<file path="src/verilog/csa_pkg.sv">
`default_nettype none

package csa_pkg;

  // Adder geometry
  // One skip group per pipeline stage, so the group count is also the depth

  // Bits handled by one ripple group
  localparam int unsigned CSA_GROUP_W = 4;

  // Skip groups with one register stage each
  localparam int unsigned CSA_GROUPS = 4;

  // Full operand width
  localparam int unsigned CSA_WIDTH = CSA_GROUP_W * CSA_GROUPS;

  // Operand and result types

  // Whole operand or whole sum
  typedef logic [CSA_WIDTH-1:0] csa_word_t;

  // One group's share of an operand or sum
  typedef logic [CSA_GROUP_W-1:0] csa_slice_t;

  // Pipeline lane
  // Everything one addition needs as it moves from stage to stage.
  // Operands ride along unchanged and each stage reads only its own slice.
  // The sum fills in from the low slice upward, one slice per stage.
  // Carry is the carry into the group of the next stage.
  typedef struct packed {
    // Marks a live addition in this stage register
    logic      valid;
    // First addend
    csa_word_t op_a;
    // Second addend
    csa_word_t op_b;
    // Partial sum with the upper slices still cleared
    csa_word_t sum;
    // Carry into the next group or the adder carry-out after the last stage
    logic      carry;
  } csa_lane_t;

endpackage : csa_pkg

`default_nettype wire

</file>
<file path="src/verilog/csa_group.sv">
`default_nettype none

module csa_group (
  input  csa_pkg::csa_slice_t i_add_term1,
  input  csa_pkg::csa_slice_t i_add_term2,
  input  logic                i_cin,
  output csa_pkg::csa_slice_t o_sum,
  output logic                o_cin_next
);

  import csa_pkg::*;

  // Per-bit generate and propagate
  csa_slice_t bit_gen;
  csa_slice_t bit_prop;

  // Ripple carries, entry 0 is the group carry-in
  logic [CSA_GROUP_W:0] ripple_carry;

  // Carry-out of the last full adder
  logic ripple_cout;

  // Whole group propagates
  logic grp_prop;

  // Mux legs
  logic skip_leg;
  logic ripple_leg;

  // Half-adder terms
  // XOR doubles as the propagate term of the skip detector
  assign bit_gen  = i_add_term1 & i_add_term2;
  assign bit_prop = i_add_term1 ^ i_add_term2;

  // Ripple-carry adder
  // Four full adders chained LSB first
  always_comb begin
    ripple_carry[0] = i_cin;
    for (int i = 0; i < CSA_GROUP_W; i++) begin
      // Sum bit from propagate and incoming carry
      o_sum[i] = bit_prop[i] ^ ripple_carry[i];
      // Carry out: generate, or propagate an incoming carry
      ripple_carry[i+1] = bit_gen[i] | (bit_prop[i] & ripple_carry[i]);
    end
  end

  assign ripple_cout = ripple_carry[CSA_GROUP_W];

  // Group propagate detector
  // AND of every per-bit XOR, so a carry in would run straight through
  assign grp_prop = &bit_prop;

  // Skip multiplexer
  // Select high passes i_cin around the ripple chain,
  // select low takes the ripple carry-out
  // Written as the and-or pair of a two-input mux
  assign skip_leg   = i_cin & grp_prop;
  assign ripple_leg = ripple_cout & ~grp_prop;

  assign o_cin_next = skip_leg | ripple_leg;

endmodule : csa_group

`default_nettype wire

</file>
<file path="src/verilog/csa_stage.sv">
`default_nettype none

module csa_stage #(
  parameter int unsigned STAGE_INDEX = 0
) (
  input  logic               i_clk,
  input  logic               i_rst,
  input  csa_pkg::csa_lane_t i_lane,
  output csa_pkg::csa_lane_t o_lane
);

  import csa_pkg::*;

  // Lowest bit of this stage's slice
  localparam int unsigned SLICE_LO = STAGE_INDEX * CSA_GROUP_W;

  // Bits of the sum word owned by this stage
  localparam csa_word_t SLICE_MASK = csa_word_t'({CSA_GROUP_W{1'b1}}) << SLICE_LO;

  // Operand slices for this group
  csa_slice_t slice_a;
  csa_slice_t slice_b;

  // Group results
  csa_slice_t grp_sum;
  logic       grp_cout;

  // Group sum moved to its place in a full word
  csa_word_t  sum_placed;

  // Lane after this stage's update
  csa_lane_t  lane_d;

  // Registered lane toward the next stage
  csa_lane_t  lane_q;

  // Pick this group's slice out of the operands
  assign slice_a = i_lane.op_a[SLICE_LO +: CSA_GROUP_W];
  assign slice_b = i_lane.op_b[SLICE_LO +: CSA_GROUP_W];

  // Carry-skip group
  // Incoming carry is the previous stage's skip output
  csa_group u_group (
    .i_add_term1 (slice_a),
    .i_add_term2 (slice_b),
    .i_cin       (i_lane.carry),
    .o_sum       (grp_sum),
    .o_cin_next  (grp_cout)
  );

  // Zero-extend and shift into position
  assign sum_placed = {{(CSA_WIDTH - CSA_GROUP_W){1'b0}}, grp_sum} << SLICE_LO;

  // Lane update
  // Operands and valid pass through untouched
  always_comb begin
    lane_d       = i_lane;
    // Replace only this stage's slice of the sum
    lane_d.sum   = (i_lane.sum & ~SLICE_MASK) | sum_placed;
    // Carry for the next group comes from the skip mux
    lane_d.carry = grp_cout;
  end

  // Stage register
  // Loads on every edge and reset drops only valid
  always_ff @(posedge i_clk) begin
    if (i_rst) begin
      lane_q.valid <= 1'b0;
    end else begin
      lane_q.valid <= lane_d.valid;
    end
    // Data follows the lane whether or not it is valid
    lane_q.op_a  <= lane_d.op_a;
    lane_q.op_b  <= lane_d.op_b;
    lane_q.sum   <= lane_d.sum;
    lane_q.carry <= lane_d.carry;
  end

  assign o_lane = lane_q;

endmodule : csa_stage

`default_nettype wire

</file>
<file path="src/verilog/csa_adder_top.sv">
`default_nettype none

module csa_adder_top (
  input  logic               i_clk,
  input  logic               i_rst,
  // Operand strobe, no handshake
  input  logic               i_valid,
  input  csa_pkg::csa_word_t i_op_a,
  input  csa_pkg::csa_word_t i_op_b,
  input  logic               i_cin,
  // Result strobe, high for exactly one cycle per addition
  output logic               o_valid,
  output csa_pkg::csa_word_t o_sum,
  output logic               o_cout
);

  import csa_pkg::*;

  // Lane chain
  // Entry 0 is the unregistered input lane,
  // entry k+1 is the register output of stage k
  csa_lane_t lane_chain [0:CSA_GROUPS];

  // Last registered lane
  csa_lane_t lane_out;

  // Entry lane
  // Sum starts cleared, each stage fills one slice
  always_comb begin
    lane_chain[0].valid = i_valid;
    lane_chain[0].op_a  = i_op_a;
    lane_chain[0].op_b  = i_op_b;
    lane_chain[0].sum   = '0;
    // Carry into group 0 is the external carry-in
    lane_chain[0].carry = i_cin;
  end

  // Pipeline stages
  // One skip group per stage, carry crosses stages through the lane register
  for (genvar k = 0; k < CSA_GROUPS; k++) begin : g_stage
    csa_stage #(
      .STAGE_INDEX (k)
    ) u_stage (
      .i_clk  (i_clk),
      .i_rst  (i_rst),
      .i_lane (lane_chain[k]),
      .o_lane (lane_chain[k+1])
    );
  end

  assign lane_out = lane_chain[CSA_GROUPS];

  // Result unpack
  // Straight from the last stage register, four cycles after entry
  assign o_valid = lane_out.valid;
  assign o_sum   = lane_out.sum;
  // Skip output of the top group is the adder carry-out
  assign o_cout  = lane_out.carry;

endmodule : csa_adder_top

`default_nettype wire

</file>
<file path="config.mk">
export PLATFORM = sky130hd
export DESIGN_NAME = csa_adder_top
export DESIGN_NICKNAME = d
export VERILOG_FILES = /design/src/verilog/csa_pkg.sv /design/src/verilog/csa_group.sv /design/src/verilog/csa_stage.sv /design/src/verilog/csa_adder_top.sv
export SDC_FILE = /design/constraint.sdc
export NUM_CORES = 1
export LEC_CHECK = 0
export BUFFER_PORTS_ARGS = -buffer_cell sky130_fd_sc_hd__buf_4
export CAP_MARGIN = 40
export CELL_PAD_IN_SITES_DETAIL_PLACEMENT = 0
export CELL_PAD_IN_SITES_GLOBAL_PLACEMENT = 1
export CORE_UTILIZATION = 39
export DETAILED_ROUTE_END_ITERATION = 10
export GPL_TIMING_DRIVEN = 0
export MAX_ROUTING_LAYER = met4
export PLACE_DENSITY_LB_ADDON = 0.1
export SYNTH_ARGS = -nofsm -noshare
export SYNTH_HDL_FRONTEND = slang
export SYNTH_SLANG_ARGS = --single-unit
</file>
<file path="constraint.sdc">
create_clock -name i_clk -period 1.9 [get_ports i_clk]
set_input_delay 0.095 -clock i_clk [delete_from_list [all_inputs] [get_ports i_clk]]
set_output_delay 0.095 -clock i_clk [all_outputs]
set_load 0.05 [all_outputs]
</file>
Word-level counts from Yosys, hierarchy flattened
Index checks and enable logic that the tools add are counted.

Bitwise gates (word level): 75. Reductions and logical operators: 4.

Operators with widths (number): 1-bit AND (24); 1-bit OR (20); 4-bit AND (4); 12-bit by 16-bit OR with 16-bit output (1); 4-bit AND reduction (4); 1-bit XOR (16); 4-bit XOR (4); 8-bit by 12-bit OR with 12-bit output (1); 4-bit by 8-bit OR with 8-bit output (1); 1-bit NOT (4).

Bits in registers: 144. Output and inout bits: 18. Logic and storage cells: 97.

Depth between registers and ports, before layout
Depth after elaboration: 11. Mapped depth: 8.

Cells and area by module
From an unflattened synthesis, not the netlist that was laid out.

Cells, all modules: 281. Area total of the unflattened synthesis: 4783.3 sq um.

Modules (own cells, without submodules): csa_stage (instances 4, cells an instance 51, area an instance 1014.7 sq um); csa_group (instances 4, cells an instance 19, area an instance 180.2 sq um); csa_adder_top (instances 1, cells an instance 1, area an instance 3.8 sq um).

Least setup slack after synthesis
OpenSTA, ideal clock, no wires.

Path type: reg-to-reg. Start: register g_stage[0].u_stage.lane_q, in the netlist g_stage[0].u_stage.o_lane[21]. End: register g_stage[1].u_stage.lane_q, in the netlist g_stage[1].u_stage.o_lane[8]. Library setup time: 57 ps. Arrival: 1791 ps. Data required time: 1843 ps. Slack: 52 ps. Cell stages (with the launch flop): 9. Period minus slack after synthesis: 1848 ps. Path through: dfxtp_1 inv_1 fa_1 inv_1 fa_1 fa_1 inv_1 fa_1 inv_1.

Word-level cells in the longest chain between the ends: 9. Elaborated cells on any way between the ends: 10. Those cells by class: 10 x bitwise.

RTL lines: start, declared (line csa_stage.sv:35) `csa_lane_t lane_q;`; 4-bit XOR (line csa_group.sv:33) `assign bit_prop = i_add_term1 ^ i_add_term2;`; 1-bit AND (line csa_group.sv:43) `ripple_carry[i+1] = bit_gen[i] | (bit_prop[i] & ripple_carry[i]);`; 1-bit OR (*) (line csa_group.sv:43); 1-bit AND (*) (line csa_group.sv:43); 1-bit OR (*) (line csa_group.sv:43); 1-bit AND (*) (line csa_group.sv:43); 1-bit OR (*) (line csa_group.sv:43); 1-bit XOR (*) (line csa_group.sv:41) `o_sum[i] = bit_prop[i] ^ ripple_carry[i];`; via g_stage[1].u_stage.grp_sum[3] (line csa_stage.sv:25) `csa_slice_t grp_sum;`; 4-bit by 8-bit OR with 8-bit output (*) (line csa_stage.sv:59) `lane_d.sum = (i_lane.sum & ~SLICE_MASK) | sum_placed;`; end, declared (line csa_stage.sv:35).

The timed path passes the listed nets; every way through them passes the cells marked *. A chain may end at the register's enable or synchronous reset.

Final worst setup path
Start: register g_stage[0].u_stage.lane_q, in the netlist g_stage[0].u_stage.o_lane[37]. End: register g_stage[1].u_stage.lane_q, in the netlist g_stage[1].u_stage.o_lane[8].

Same word-level chain as after synthesis.

==> metrics <==
Vias=1378; post-synthesis sequential area ratio=72.05%; max-cap violations=0; Leakage=0.001728 uW; row count=29; Worst R2R Setup Slack=20 ps; cell family contributing the most delay on the critical path=adder cells; fillers=529; register area=0.001928 mm^2; Iter 0 DRT Violations=33; CP required=2190 ps; Achievable Freq=533.2 MHz; CTS Root Cell=clkbuf_8; number of buffers added on ports=53; Pins Over Slew Limit=0; DRC Markers=0; Num CTS Buffers=9; synthesized instance count=176; sw frac=26.53%; Hold Crit Class=in2reg; first-pass GRT wire length=6134 um; chip width=84.71 um; vias per cell=3.937; Clk Latency, worst-skew pair=340 ps; startpoint types=flip-flop; Slew @ Worst Pin=140.2 ps; Tcrit/Tclk final=98.70%; Switch Pwr=1091 uW; Post-Route WL=3593 um; share of layout cells above drive strength 1=34.43%; Arr. time, crit path=2170 ps; Crit Path Class=reg2reg; Synth Area per Inst=15.16 um^2; Critical-path top delay cell=fa_1; Power Total=4111 uW; Placed Cells=306; Flop pwr share=56.6%; Finished Layout Cells=350; area occupied by multi-input gates=633.1 um^2; wire per inst=10.27 um; Final ANT Viol Nets=0; peak supply drop=0.4699 mV; Reg clk slew, reported paths=80 ps; DIE AREA=0.007175 mm^2; Internal Power=3020 uW; pwr dens=1129 mW/mm^2; Ys Warns=0; Die Ht=84.71 um; grt ovf=0; area grow syn2layout=36.54%; WP buf/inv=4; I/O pin total=54; max_slew headroom=90.39%; total clock sinks=96; Syn Nets=244; Nets=336; Max clock buf depth=2; critical path, cell by cell=inv_2 > fa_2 > inv_2 > fa_2 > fa_2 > inv_2 > fa_1 > inv_1; Largest register FFs=96; Final Skew=8.535 ps; clock network power share=27.6%; fin crit period=1875 ps; vias in the first global route=1501; GRT Resource Usage Total=12.17%; Final Cell Area=0.003642 mm^2; Distinct cells, synth=7; RePlAce Congestion=0.6920; CP Capture Type=flip-flop; # diodes=0; initial core utilization=41.30%; core area=0.006459 mm^2; H-tree lvl count=3; Cell Area, Placed=0.003162 mm^2; Detailed Place HPWL=2430 um; slowest cell delay on critical path=390 ps; Final setup viols=0; combinational share of power=15.8%; initial antenna violation count=0; drt pass-1 iters=5; CP max FO=2; Mapped Area=0.002668 mm^2; CTS tree=yes; Synth Register Bits=96; status=complete, no violations; largest net degree at the start of global routing=16; setup repair after global routing missed its margin=yes; final hold vios=0
synthesized netlist by cell type:
cell | instances | area [um^2]
inv_1 | 36 | 135.1
fa_1 | 16 | 320.3
dfxtp_1 | 96 | 1922
nor2b_1 | 4 | 25.02
ha_1 | 16 | 200.2
nand4_1 | 4 | 25.02
mux2i_1 | 4 | 40.04
path summary, 6_finish.rpt:
kind	depth (start not counted)	from	end
worst min-delay path	2	i_op_b[2]	g_stage[0].u_stage.o_lane[3]$_DFF_P_
worst min register to register	0	g_stage[0].u_stage.o_lane[47]$_DFF_P_	g_stage[1].u_stage.o_lane[47]$_DFF_P_
worst max-delay path	8	g_stage[0].u_stage.o_lane[37]$_DFF_P_	g_stage[1].u_stage.o_lane[8]$_DFF_P_
worst max register to register	8	g_stage[0].u_stage.o_lane[37]$_DFF_P_	g_stage[1].u_stage.o_lane[8]$_DFF_P_
logic make-up after synthesis:
| group | count (synthesis) | share of synthesized area (%) |
|---|---|---|
| flops | 96 | 72.04 |
| buf+inv | 36 | 5.066 |
| fa+ha+maj | 32 | 19.51 |
| simple gates | 8 | 1.876 |
| mux | 4 | 1.501 |
cells in the final DEF, fill, tap and decap left out, drive strengths merged:
cell type,netlist,final
nor2b,4,4
dfxtp,96,96
ha,16,16
clkinvlp,0,2
clkbuf,0,12
mux2i,4,4
buf,0,54
nand4,4,4
inv,36,37
clkinv,0,1
fa,16,16
dlygate4sd3,0,27
area by class of cell:
type	count	share of cell area, %
inverter	36	3.710
multi-input combinational	44	17.38
clock buffer	12	3.985
timing repair buffer	81	18.55
clock inverter	4	0.7901
sequential	96	52.94
tap	77	2.645
through the flow:
stage	utilization, %	TNS (ps)	setup slack, ps	hold WS [ps]
after floorplan	-	0	51.58	122.7
after global placement	48.95	-114.7	-50.88	200.1
after detailed placement	48.95	-249.8	-106.3	200.6
after CTS	56.26	-6.110	-6.110	1.123
after global routing	56.39	-186.6	-52.64	1.780
final	56.39	0	24.65	24.01
repair_timing:
item                                   in CTS  in global routing
resized for setup                          20                  6
setup buffers                               0                  1
pin swaps                                   1                  0
hold buffers                               27                  0
setup endpoints to repair                   4                  4
endpoints found under the hold margin      29                  0
metal layers:
metal,wire (um),global-route usage [%],vias up
met5,0,-,-
met2,2079,22.17,39
met4,95,6.163,0
li1,-,-,691
met1,1216,9.665,639
met3,202,6.588,9
power by group through the flow:
stage | Combinational (uW) | Clock, uW | Sequential, uW
detailed placement | 600 | 0 | 2370
CTS | 655 | 1200 | 2330
global route | 700 | 1310 | 2350
floorplan | 107 | 0 | 2630
global placement | 591 | 0 | 2360
finish | 649 | 1140 | 2330
worst register-to-register path: cells and delay by family (launching register included):
family | cells | cell delay, ps
adders and majority gates | 4 | 1270
buffers and inverters | 4 | 220
DFF | 1 | 330
Note: power is estimated with default switching activity, not from simulation.
